### config.mk
export PLATFORM = sky130hd
export DESIGN_NAME = branchUnitTop
export DESIGN_NICKNAME = d
export VERILOG_FILES = /design/src/hw/branchPkg.sv /design/src/hw/branchUnitTop.sv /design/src/hw/bhtUpdater.sv /design/src/hw/resolveQueue.sv /design/src/hw/branchResolve.sv
export SDC_FILE = /design/constraint.sdc
export NUM_CORES = 1
export LEC_CHECK = 0
export ABC_CLOCK_PERIOD_IN_PS = 12240
export BUFFER_PORTS_ARGS = -buffer_cell sky130_fd_sc_hd__buf_2
export CELL_PAD_IN_SITES_DETAIL_PLACEMENT = 2
export CELL_PAD_IN_SITES_GLOBAL_PLACEMENT = 2
export CORE_UTILIZATION = 35
export CTS_CLUSTER_SIZE = 40
export DETAILED_ROUTE_END_ITERATION = 12
export PLACE_DENSITY = 0.61
export SLEW_MARGIN = 20
export SYNTH_ARGS = -nofsm -noshare
export SYNTH_HDL_FRONTEND = slang
export SYNTH_SLANG_ARGS = --single-unit
### constraint.sdc
create_clock -name clk -period 12.24 [get_ports clk]
set_input_delay 1.224 -clock clk [delete_from_list [all_inputs] [get_ports clk]]
set_output_delay 1.224 -clock clk [all_outputs]
set_load 0.005 [all_outputs]
### src/hw/branchPkg.sv
`default_nettype none

package branchPkg;

    // primary opcode field
    localparam logic [5:0] OP_SPECIAL = 6'h00;
    localparam logic [5:0] OP_REGIMM  = 6'h01;
    localparam logic [5:0] OP_J       = 6'h02;
    localparam logic [5:0] OP_JAL     = 6'h03;
    localparam logic [5:0] OP_BEQ     = 6'h04;
    localparam logic [5:0] OP_BNE     = 6'h05;
    localparam logic [5:0] OP_BLEZ    = 6'h06;
    localparam logic [5:0] OP_BGTZ    = 6'h07;

    localparam logic [5:0] FN_JR      = 6'h08; // funct codes under SPECIAL
    localparam logic [5:0] FN_JALR    = 6'h09;

    localparam logic [4:0] RT_BLTZ    = 5'h00; // rt selects the REGIMM compare
    localparam logic [4:0] RT_BGEZ    = 5'h01;

    typedef enum logic [2:0] {
        BEQ,
        BNE,
        BGEZ,
        BGTZ,
        BLEZ,
        BLTZ,
        J,
        JR
    } branchCode_e;

    typedef enum logic [1:0] {
        NONE,
        IMME,
        CALL,
        RETN
    } branchKind_e;

    typedef struct packed {
        logic        isBranch;
        branchCode_e code;
    } branchType_t;

    typedef struct packed {
        logic [5:0]  opcode;
        logic [4:0]  rs;
        logic [4:0]  rt;
        logic [15:0] imm;
    } iType_t;

    typedef struct packed {
        logic [5:0]  opcode;
        logic [25:0] index;
    } jType_t;

    // same 32 bits, read as either layout
    typedef union packed {
        iType_t iType;
        jType_t jType;
    } instrWord_u;

    // prediction carried down the pipe with the instruction
    typedef struct packed {
        logic        valid;
        logic        hit;
        logic [1:0]  count;
        branchKind_e kind;
        logic [31:0] target;
    } pResult_t;

    // correction record sent back to the table
    typedef struct packed {
        logic        valid;
        logic [31:0] pc;
        branchKind_e kind;
        logic        isTaken;
        logic [31:0] target;
        logic [1:0]  count;
        logic        hit;
        logic        retnSuccess;
    } bResult_t;

    typedef struct packed {
        logic        valid;
        logic [1:0]  count;
        branchKind_e kind;
        logic [31:0] target;
    } bhtEntry_t;

endpackage

`default_nettype wire
### src/hw/branchUnitTop.sv
`timescale 1ns/1ps
`default_nettype none

module branchUnitTop #(
    parameter int QUEUE_DEPTH = 4,
    parameter int INDEX_BITS  = 4
) (
    input  logic                  clk,
    input  logic                  rstN,
    input  logic                  exValid,
    input  branchPkg::instrWord_u exInstr,
    input  logic [31:0]           exPc,
    input  logic [31:0]           exOutA,
    input  logic [31:0]           exOutB,
    input  branchPkg::pResult_t   exPResult,
    input  logic                  lookupEn,
    input  logic [31:0]           lookupPc,
    output logic                  predictionFailed,
    output logic [31:0]           correctionVector,
    output branchPkg::bhtEntry_t  lookupEntry,
    output logic                  updatePending,
    output logic                  queueOverflow
);
    import branchPkg::*;

    bResult_t resolveResult;
    bResult_t headRecord;
    logic     notEmpty;
    logic     pop;

    branchResolve u_branchResolve (
        .exValid          (exValid),
        .exInstr          (exInstr),
        .exPc             (exPc),
        .exOutA           (exOutA),
        .exOutB           (exOutB),
        .exPResult        (exPResult),
        .predictionFailed (predictionFailed),
        .correctionVector (correctionVector),
        .resolveResult    (resolveResult)
    );

    resolveQueue #(
        .QUEUE_DEPTH (QUEUE_DEPTH)
    ) u_resolveQueue (
        .clk        (clk),
        .rstN       (rstN),
        .pushRecord (resolveResult), // pushes whenever valid, no handshake
        .pop        (pop),
        .headRecord (headRecord),
        .notEmpty   (notEmpty),
        .overflow   (queueOverflow)
    );

    bhtUpdater #(
        .INDEX_BITS (INDEX_BITS)
    ) u_bhtUpdater (
        .clk         (clk),
        .rstN        (rstN),
        .headRecord  (headRecord),
        .notEmpty    (notEmpty),
        .lookupEn    (lookupEn),
        .lookupPc    (lookupPc),
        .pop         (pop),
        .lookupEntry (lookupEntry)
    );

    // drained queue means every record is in the table
    assign updatePending = notEmpty;

endmodule

`default_nettype wire

### src/hw/bhtUpdater.sv
`timescale 1ns/1ps
`default_nettype none

module bhtUpdater #(
    parameter int INDEX_BITS = 4
) (
    input  logic                 clk,
    input  logic                 rstN,
    input  branchPkg::bResult_t  headRecord,
    input  logic                 notEmpty,
    input  logic                 lookupEn,
    input  logic [31:0]          lookupPc,
    output logic                 pop,
    output branchPkg::bhtEntry_t lookupEntry
);
    import branchPkg::*;

    localparam int ENTRIES = 1 << INDEX_BITS;

    bhtEntry_t             entryMem [ENTRIES];
    logic [ENTRIES-1:0]    validBits;
    logic [INDEX_BITS-1:0] wrIndex;
    logic [INDEX_BITS-1:0] rdIndex;
    logic                  wrEn;
    bhtEntry_t             writeEntry;

    // two-bit counter, saturating on a hit, reseeded on a miss
    function automatic logic [1:0] nextCount(
        input logic       hit,
        input logic       taken,
        input logic [1:0] count
    );
        logic [1:0] result;
        if (hit) begin
            if (taken) begin
                result = (count == 2'd3) ? 2'd3 : count + 2'd1;
            end else begin
                result = (count == 2'd0) ? 2'd0 : count - 2'd1;
            end
        end else begin
            result = taken ? 2'd2 : 2'd1; // weakly taken or weakly not
        end
        return result;
    endfunction

    // word-aligned PC, so index starts at bit 2
    assign wrIndex = headRecord.pc[INDEX_BITS+1:2];
    assign rdIndex = lookupPc[INDEX_BITS+1:2];

    // lookup owns the port whenever it asks
    assign pop  = notEmpty && !lookupEn;
    assign wrEn = pop && headRecord.valid;

    always_comb begin
        writeEntry.valid  = 1'b1;
        writeEntry.count  = nextCount(headRecord.hit, headRecord.isTaken, headRecord.count);
        writeEntry.kind   = headRecord.kind;
        writeEntry.target = headRecord.target;
    end

    always_ff @(posedge clk) begin
        if (!rstN) begin
            validBits   <= '0;
            lookupEntry <= '0;
        end else begin
            if (lookupEn) begin
                lookupEntry <= validBits[rdIndex] ? entryMem[rdIndex] : '0;
            end
            if (wrEn) validBits[wrIndex] <= 1'b1;
        end
    end

    always_ff @(posedge clk) begin
        if (wrEn) entryMem[wrIndex] <= writeEntry;
    end

endmodule

`default_nettype wire

### src/hw/resolveQueue.sv
`timescale 1ns/1ps
`default_nettype none

module resolveQueue #(
    parameter int QUEUE_DEPTH = 4
) (
    input  logic                clk,
    input  logic                rstN,
    input  branchPkg::bResult_t pushRecord,
    input  logic                pop,
    output branchPkg::bResult_t headRecord,
    output logic                notEmpty,
    output logic                overflow
);
    import branchPkg::*;

    localparam int PTR_BITS = $clog2(QUEUE_DEPTH);

    bResult_t            slots [QUEUE_DEPTH];
    logic [PTR_BITS-1:0] wrPtr;
    logic [PTR_BITS-1:0] rdPtr;
    logic [PTR_BITS:0]   count;     // one extra bit to tell full from empty
    logic                full;
    logic                doPop;
    logic                doPush;

    assign full     = (count == (PTR_BITS + 1)'(QUEUE_DEPTH));
    assign notEmpty = (count != '0);
    assign doPop    = pop && notEmpty;
    assign doPush   = pushRecord.valid && (!full || doPop); // same-cycle pop frees a slot

    assign headRecord = slots[rdPtr];

    always_ff @(posedge clk) begin
        if (!rstN) begin
            wrPtr    <= '0;
            rdPtr    <= '0;
            count    <= '0;
            overflow <= 1'b0;
        end else begin
            if (doPush) wrPtr <= wrPtr + 1'b1; // wraps, depth is a power of two
            if (doPop) rdPtr <= rdPtr + 1'b1;
            case ({doPush, doPop})
                2'b10:   count <= count + 1'b1;
                2'b01:   count <= count - 1'b1;
                default: ;
            endcase
            if (pushRecord.valid && !doPush) overflow <= 1'b1; // sticky
        end
    end

    always_ff @(posedge clk) begin
        if (doPush) slots[wrPtr] <= pushRecord;
    end

endmodule

`default_nettype wire

### src/hw/branchResolve.sv
`timescale 1ns/1ps
`default_nettype none

module branchResolve (
    input  logic                  exValid,
    input  branchPkg::instrWord_u exInstr,
    input  logic [31:0]           exPc,
    input  logic [31:0]           exOutA,
    input  logic [31:0]           exOutB,
    input  branchPkg::pResult_t   exPResult,
    output logic                  predictionFailed,
    output logic [31:0]           correctionVector,
    output branchPkg::bResult_t   resolveResult
);
    import branchPkg::*;

    branchType_t brType;
    logic        isCall;        // JAL or JALR
    logic [31:0] pcPlus4;
    logic [31:0] pc8;           // return point past the delay slot
    logic [31:0] branchAddr;
    logic [31:0] jumpAddr;

    logic        opEqual;
    logic        aIsZero;
    logic        aIsNeg;

    logic        isTaken;
    branchKind_e actualKind;
    logic [31:0] actualTarget;
    logic        predSuccess;

    // decode class from opcode, rt and funct
    always_comb begin
        brType.isBranch = 1'b0;
        brType.code     = BEQ;
        isCall          = 1'b0;
        case (exInstr.iType.opcode)
            OP_BEQ:  {brType.isBranch, brType.code} = {1'b1, BEQ};
            OP_BNE:  {brType.isBranch, brType.code} = {1'b1, BNE};
            OP_BLEZ: {brType.isBranch, brType.code} = {1'b1, BLEZ};
            OP_BGTZ: {brType.isBranch, brType.code} = {1'b1, BGTZ};
            OP_J:    {brType.isBranch, brType.code} = {1'b1, J};
            OP_JAL: begin
                {brType.isBranch, brType.code} = {1'b1, J};
                isCall                         = 1'b1;
            end
            OP_REGIMM: begin
                if (exInstr.iType.rt == RT_BLTZ) begin
                    {brType.isBranch, brType.code} = {1'b1, BLTZ};
                end else if (exInstr.iType.rt == RT_BGEZ) begin
                    {brType.isBranch, brType.code} = {1'b1, BGEZ};
                end
            end
            OP_SPECIAL: begin
                if (exInstr.iType.imm[5:0] == FN_JR) begin
                    {brType.isBranch, brType.code} = {1'b1, JR};
                end else if (exInstr.iType.imm[5:0] == FN_JALR) begin
                    {brType.isBranch, brType.code} = {1'b1, JR};
                    isCall                         = 1'b1;
                end
            end
            default: ;
        endcase
    end

    assign pcPlus4    = exPc + 32'd4;
    assign pc8        = exPc + 32'd8;
    assign branchAddr = pcPlus4 + {{14{exInstr.iType.imm[15]}}, exInstr.iType.imm, 2'b00};
    assign jumpAddr   = {pcPlus4[31:28], exInstr.jType.index, 2'b00};

    assign opEqual = (exOutA == exOutB);
    assign aIsZero = (exOutA == 32'd0);
    assign aIsNeg  = exOutA[31];

    // actual direction
    always_comb begin
        if (brType.isBranch) begin
            unique case (brType.code)
                BEQ:     isTaken = opEqual;
                BNE:     isTaken = !opEqual;
                BGEZ:    isTaken = !aIsNeg;
                BGTZ:    isTaken = !aIsNeg && !aIsZero;
                BLEZ:    isTaken = aIsNeg || aIsZero;
                BLTZ:    isTaken = aIsNeg;
                default: isTaken = 1'b1; // J and JR always go
            endcase
        end else begin
            isTaken = 1'b0;
        end
    end

    // actual target and kind
    always_comb begin
        if (brType.isBranch) begin
            unique case (brType.code)
                J: begin
                    actualKind   = isCall ? CALL : IMME;
                    actualTarget = jumpAddr;
                end
                JR: begin
                    actualKind   = isCall ? CALL : RETN;
                    actualTarget = exOutA;
                end
                default: begin
                    actualKind   = IMME;
                    actualTarget = isTaken ? branchAddr : pc8;
                end
            endcase
        end else begin
            actualKind   = NONE;
            actualTarget = pc8;
        end
    end

    // every class succeeds on a matching target
    assign predSuccess = (exPResult.target == actualTarget);

    assign predictionFailed = !predSuccess && exPResult.valid && exValid;
    assign correctionVector = actualTarget;

    always_comb begin
        resolveResult.valid       = exValid && exPResult.valid;
        resolveResult.pc          = exPc;
        resolveResult.kind        = actualKind;
        resolveResult.isTaken     = isTaken;
        resolveResult.target      = actualTarget;
        resolveResult.count       = exPResult.count;
        resolveResult.hit         = exPResult.hit;
        resolveResult.retnSuccess = predSuccess && (exPResult.kind == RETN) && exValid;
    end

endmodule

`default_nettype wire

== Yosys cells after proc, flatten, opt, wreduce, memory -nomap -nowiden ==
Memories as Yosys holds them, arrays and structs flattened. A register that Yosys moved wholly into a read port is not among the register bits.
Cells that the tools add are included.

* Register bits after elaboration: 61
* Bits in latches: 0
* Memory bits (writable): 864
* Bits in read-only memories: 0
* Input bits: 202
* Logic and storage cells: 111
* Memories kept: 2

{| class="wikitable"
|+ Memory list
! name !! words !! bits a word !! read ports !! clocked after memory_dff !! wr ports !! line !! RTL
|-
| u_bhtUpdater.entryMem || 16 || 36 || 1 || 0 || 1 || bhtUpdater.sv:20 || <nowiki>bhtEntry_t entryMem [ENTRIES];</nowiki>
|-
| u_resolveQueue.slots || 4 || 72 || 1 || 1 || 1 || resolveQueue.sv:19 || <nowiki>bResult_t slots [QUEUE_DEPTH];</nowiki>
|}

* Add/subtract/negate cells: 9
* $mul: 0
* Div/mod/pow operators: 0
* Magnitude comparators: 3
* Equal/unequal tests: 24
* Shift operators: 0
* Multiplexer cells: 34
* Bitwise gates (word level): 1
* Reduce and logical (&&, ||, !) cells: 29

{| class="wikitable"
|+ Operators by type and width
! cell !! count
|-
| equality test 32 bit || 2
|-
| 2-to-1 mux 32 bit || 2
|-
| case mux 32 bit (2 select lines) || 1
|-
| 2-to-1 mux 37 bit || 1
|-
| adder 32 x 3 -> 32 bit (second input constant) || 1
|-
| adder 32 bit || 1
|-
| adder 32 x 4 -> 32 bit (second input constant) || 1
|-
| logical NOT 32 bit || 1
|-
| case mux 4 bit (7 select lines) || 1
|-
| equality test 6 x 3 -> 1 bit (second input constant) || 4
|-
| 2-to-1 mux 2 bit || 9
|-
| 2-to-1 mux 4 bit || 4
|-
| bitwise OR 16 bit || 1
|-
| equality test 3 bit (second input constant) || 5
|-
| equality test 6 x 2 -> 1 bit (second input constant) || 2
|-
| equality test 6 x 4 -> 1 bit (second input constant) || 2
|-
| logical AND 1 bit || 12
|-
| less-than comparator 4 x 5 -> 1 bit (second input constant) || 2
|-
| 2-to-1 mux 1 bit || 10
|-
| logical NOT 1 bit || 7
|-
| adder 2 x 1 -> 2 bit (second input constant) || 3
|-
| equality test 2 bit (second input constant) || 3
|-
| equality test 3 x 2 -> 1 bit (second input constant) || 2
|-
| equality test 6 x 1 -> 1 bit (second input constant) || 1
|-
| other kinds (21) || 22
|}

== Longest topological paths before layout ==
* Depth after elaboration: 14
* Depth in mapped cells: 23
* Depth with buffers taken out: 21

== Hierarchy ==
From an unflattened synthesis, not the netlist that was laid out.

* Cell total of the unflattened synthesis: 2357
* Area, all modules: 40286.1 µm²

{| class="wikitable"
|+ Modules (own cells, without submodules)
! module !! instances !! cells each !! area each (µm²) !! sequential area each (µm²)
|-
| bhtUpdater || 1 || 1086 || 23741.5 || 18357.6
|-
| resolveQueue || 1 || 447 || 10968.0 || 8848.5
|-
| branchResolve || 1 || 824 || 5576.6 || 0.0
|}

== Worst setup path before layout ==
OpenSTA, ideal clock, no wires.

* Kind: input-to-output
* Start point: input port exPc[3]
* End point: output port predictionFailed
* Arrival: 5.906 ns
* Required time: 11.016 ns
* Setup slack: 5.110 ns
* Stages: 22
* Buffers on the path: 1
* Path through: ha_1 > and3_1 > and3_1 > clkbuf_1 > nand2_1 > nor3_1 > nand3_1 > nor2_1 > xor2_1 > ha_1 > a21oi_1 > nand2_1 > a221oi_1 > o221ai_1 > a41oi_1 > xnor2_1 > o221a_1 > xor2_1 > or4b_1 > or4_1 > a2111oi_2 > nor2_1

{| class="wikitable"
|+ RTL lines
! what !! line !! RTL
|-
| start: declaration || branchUnitTop.sv:12 || <nowiki>input logic [31:0] exPc,</nowiki>
|-
| end: declaration || branchUnitTop.sv:18 || <nowiki>output logic predictionFailed,</nowiki>
|}

== Worst setup path in the final report ==
* Start point: input port exPc[2]
* End point: output port predictionFailed

* Longest elaborated chain between the ends: 9
* Elaborated cells between the ends (all ways): 10
* Classes of those cells: add/sub: 3; eq/ne: 1; mux: 3; reduce/logical: 3

{| class="wikitable"
|+ Ends and longest elaborated chain
! what !! line !! RTL
|-
| adder 32 x 3 -> 32 bit || branchResolve.sv:67 || <nowiki>assign pcPlus4 = exPc + 32'd4;</nowiki>
|-
| adder 32 bit || branchResolve.sv:69 || <nowiki>assign branchAddr = pcPlus4 + {{14{exInstr.iType.imm[15]}}, exInstr.iType.imm, 2'b00};</nowiki>
|-
| 2-to-1 mux 32 bit || branchResolve.sv:107 || <nowiki>actualTarget = isTaken ? branchAddr : pc8;</nowiki>
|-
| case mux 32 bit (2 select lines) || branchResolve.sv:96 || <nowiki>unique case (brType.code)</nowiki>
|-
| 2-to-1 mux 32 bit (*) || branchResolve.sv:95 || <nowiki>if (brType.isBranch) begin</nowiki>
|-
| equality test 32 bit (*) || branchResolve.sv:117 || <nowiki>assign predSuccess = (exPResult.target == actualTarget);</nowiki>
|-
| logical NOT 1 bit (*) || branchResolve.sv:119 || <nowiki>assign predictionFailed = !predSuccess && exPResult.valid && exValid;</nowiki>
|-
| logical AND 1 bit (*) (2 in series) || branchResolve.sv:119 ||
|}

Every way passes the cells marked *; elsewhere a longest branch is shown, timed or not.

==> results.md <==
- Top FF cell, synth: edfxtp_1
- Routed Antenna Nets: 0
- Max transition margin: about 25%
- Initial antenna violation count: 5
- Worst EP required: between 10 and 15 ns
- Endpoints failing setup: 0
- Dpl hpwl: about 70000 um
- Max-cap violations: 0
- Vias in the first global route: around 23000
- First-pass GRT wire length: 162000 um
- Total gr overflow: 0
- Final period utilization: about 75%
- Critical Path AT: 8.01 ns
- DRC: 0
- Yosys warning count: 0
- Die X: around 320 um
- Cell Rows: 116
- Number of DRC markers in iteration 0: 1600
- Vias post-DR: between 20000 and 25000
- Critical path origin: exPc[2]
- P&R area growth vs syn: 16.0%
- Reg2Reg Depth: 7
- Largest net degree at the start of global routing: 91
- Register bit total from synthesis: between 800 and 900
- Pwr dens: roughly 170 nW/um^2
- Startpoint Class: input port
- Seq/Total Area, Yosys: between 60 and 70%
- Die ar.: 103000 um^2
- CTS tree: built
- H-tree lvl count: 3
- Critical Path End: predictionFailed
- FF-to-FF setup slack: roughly 8.8 ns
- Syn Inst Count: ~2100
- Post_cts resized: 0
- Commonest cells after routing, fill and taps aside: edfxtp_1 (748), buf_2 (240), mux4_2 (227), nand2_1 (96), clkbuf_16 (89)
- Layout cells sized above 1: 28.8%
- Post-Route Skew: around 0.033 ns
- Final Hold Vio Count: 0
- P_leak: 13.5 nW
- Final net count: around 2600
- Hold WS: around 0.46 ns
- Syn nets: approximately 2300
- Buffers on Ports: 243
- Asr flop ratio synth: 0%
- Die H: 320 um
- Post-CTS setup repair buffer count: 0
- Hold-fix buffers, CTS: 0
- WL/cell: 29.9 um
- Initial cell density of the core: between 30% and 40%
- Clk Latency, worst-skew pair: ~0.65 ns
- Synthesized cell area: between 30000 and 40000 um^2
- Final setup TNS: 0 ns
- Fin crit period: between 9 and 10 ns
- HP Class: register to register
- Most common cell after layout, fill and taps aside: edfxtp_1
- Avg Cell Area, Syn: roughly 17 um^2
- Crit end category: output port
- EDFF count, synth: about 750
- Clk slew on worst S/H paths: around 0.060 ns
- Post-placement worst setup slack: between 2 and 3 ns
- Routability cong.: between 0.8 and 0.9
- Routed wire length: roughly 110000 um
- Fmax: about 110 MHz
- Critical-path maximum fanout: 15
- Core Box Area: 100000 um^2
- Library cells used by synthesis: between 70 and 80
- RSZ-0062 raised after global routing: false
- CTS Root Cell: clkbuf_16
- Status: finished, final reports clean
- Routed vias/inst: 5.47
- Power Total: 6.89 mW
- # clock sinks: a little over 800
- Reg2reg end: u_bhtUpdater.entryMem[2][30]$_DFFE_PP_
- Final WS setup: approximately 3.0 ns
- Total CTS buffers: between 80 and 90
- Drt first pass iters: 7
- Crit path kind: input port to output port
- Max Slew Vio Count: 0
- Peak supply drop: 0.0000983 V
- Global-route usage over all layers: between 20% and 30%
- Clk buf depth: 3
- Num ports: approximately 270
- Least-Margin Pin Slew: 1.13 ns
## metrics by stage
stage          std cells  utilization [%]  area [um^2]
6_report            3751             41.0        41200
5_1_grt             3750             41.0        41200
4_1_cts             3750             41.0        41200
3_5_place_dp        3591             38.2        38300
3_3_place_gp        3591             38.2        38300
2_1_floorplan       2073                -        35500
## worst min path at each step
stage                                                    endpoint  cells after the start                                     from  slack, ns
final                        u_resolveQueue.overflow$_SDFFE_PN0P_                      1     u_resolveQueue.overflow$_SDFFE_PN0P_       0.46
after global routing       u_bhtUpdater.validBits[2]$_SDFFE_PN0P_                      1   u_bhtUpdater.validBits[2]$_SDFFE_PN0P_       0.48
after CTS                    u_resolveQueue.overflow$_SDFFE_PN0P_                      1     u_resolveQueue.overflow$_SDFFE_PN0P_       0.47
after detailed placement     u_resolveQueue.overflow$_SDFFE_PN0P_                      1     u_resolveQueue.overflow$_SDFFE_PN0P_       0.45
after global placement    u_bhtUpdater.validBits[10]$_SDFFE_PN0P_                      1  u_bhtUpdater.validBits[10]$_SDFFE_PN0P_       0.44
after floorplan           u_bhtUpdater.validBits[10]$_SDFFE_PN0P_                      1  u_bhtUpdater.validBits[10]$_SDFFE_PN0P_       0.44
## power by group
| group | leakage [nW] | total, mW | internal, mW | switching [mW] |
|---|---|---|---|---|
| Clock | 1.37 | 2.63 | 1.54 | 1.09 |
| Combinational | 4.86 | 0.927 | 0.302 | 0.625 |
| Sequential | 7.25 | 3.33 | 3.30 | 0.0291 |
| Total | 13.5 | 6.89 | 5.15 | 1.74 |
## layer usage
metal | routed length, um | track usage [%] | vias to the layer above
met5 | 25 | 0 | -
met4 | 2650 | 6.26 | 4
met3 | 4300 | 2.53 | 113
met2 | 58600 | 39.4 | 551
met1 | 46600 | 27.9 | 11015
li1 | - | - | 8821
## synth_stat cells (all sizes together), types with 4 or more instances
cell	number	share of area (%)
o211ai	12	0.27
nor2b	7	0.12
a21o	12	0.25
edfxtp	748	63
a31oi	7	0.12
a21oi	48	0.74
nand2b	44	0.78
clkbuf	74	0.78
a21boi	40	0.85
o22ai	6	0.11
nand2	96	1.0
inv	37	0.39
a211oi	7	0.15
buf	59	0.97
o21bai	4	0.085
and2	20	0.36
mux4	227	14
xor2	73	1.8
nor3	15	0.21
dfxtp	63	3.6
nor4	26	0.46
and4	7	0.17
nand3	78	1.1
nor2	58	0.61
a222oi	5	0.14
or4	4	0.095
mux2	5	0.16
xnor2	59	1.5
o21ai	31	0.44
nand4	22	0.39
ha	36	1.3
o221ai	7	0.17
a221oi	9	0.22
and3	16	0.28
or3	11	0.19
mux2i	18	0.52
o21a	23	0.49
o2111ai	5	0.12
## area by class of cell
cell class / instances / area [um^2]
clock inverters: 46 / 474
diodes: 1 / 2.50
clock buffers: 113 / 2350
well taps: 1357 / 1700
inverters: 37 / 139
fillers: 9706 / 59100
repair buffers: 294 / 1630
flip-flops and latches: 811 / 23700
multi-input cells: 1092 / 11100
## critical path: stages
cell,delay (ns)
buf_2,0.36
ha_1,0.27
nand3_1,0.27
nor4_1,0.97
xor2_1,0.16
ha_1,0.39
a21oi_1,0.24
o21ai_0,0.21
a221oi_1,0.63
o221ai_1,0.24
a41oi_1,0.37
xnor2_1,0.18
o221a_1,0.40
xor2_1,0.14
or4b_1,0.54
or4_1,0.43
a2111oi_2,0.71
nor2_1,0.07
buf_2,0.15
## kinds of logic (layout without fill, tap and decap cells)
kind of cell,after synthesis,count (layout),share of synthesized area [%]
buffers and inverters,170,490,2.14
AOI/OAI and AO/OA,251,251,5.09
adders and majority gates,39,39,1.41
DFF,811,811,66.8
xor gates and xnor gates,132,132,3.26
muxes,250,250,15.1
and+or+nand+nor,420,420,6.17
other,0,1,0
## state kept, by name (all words and copies together) (netlist names), named ones only
| signal | flops |
|---|---|
| u_bhtUpdater.entryMem | 576 |
| u_resolveQueue.slots | 172 |
| u_bhtUpdater.lookupEntry | 37 |
| u_bhtUpdater.validBits | 16 |
| u_resolveQueue.count | 3 |
| u_resolveQueue.rdPtr | 2 |
| u_resolveQueue.wrPtr | 2 |
| u_resolveQueue.overflow | 1 |
Power figures use the tool's default switching activity.
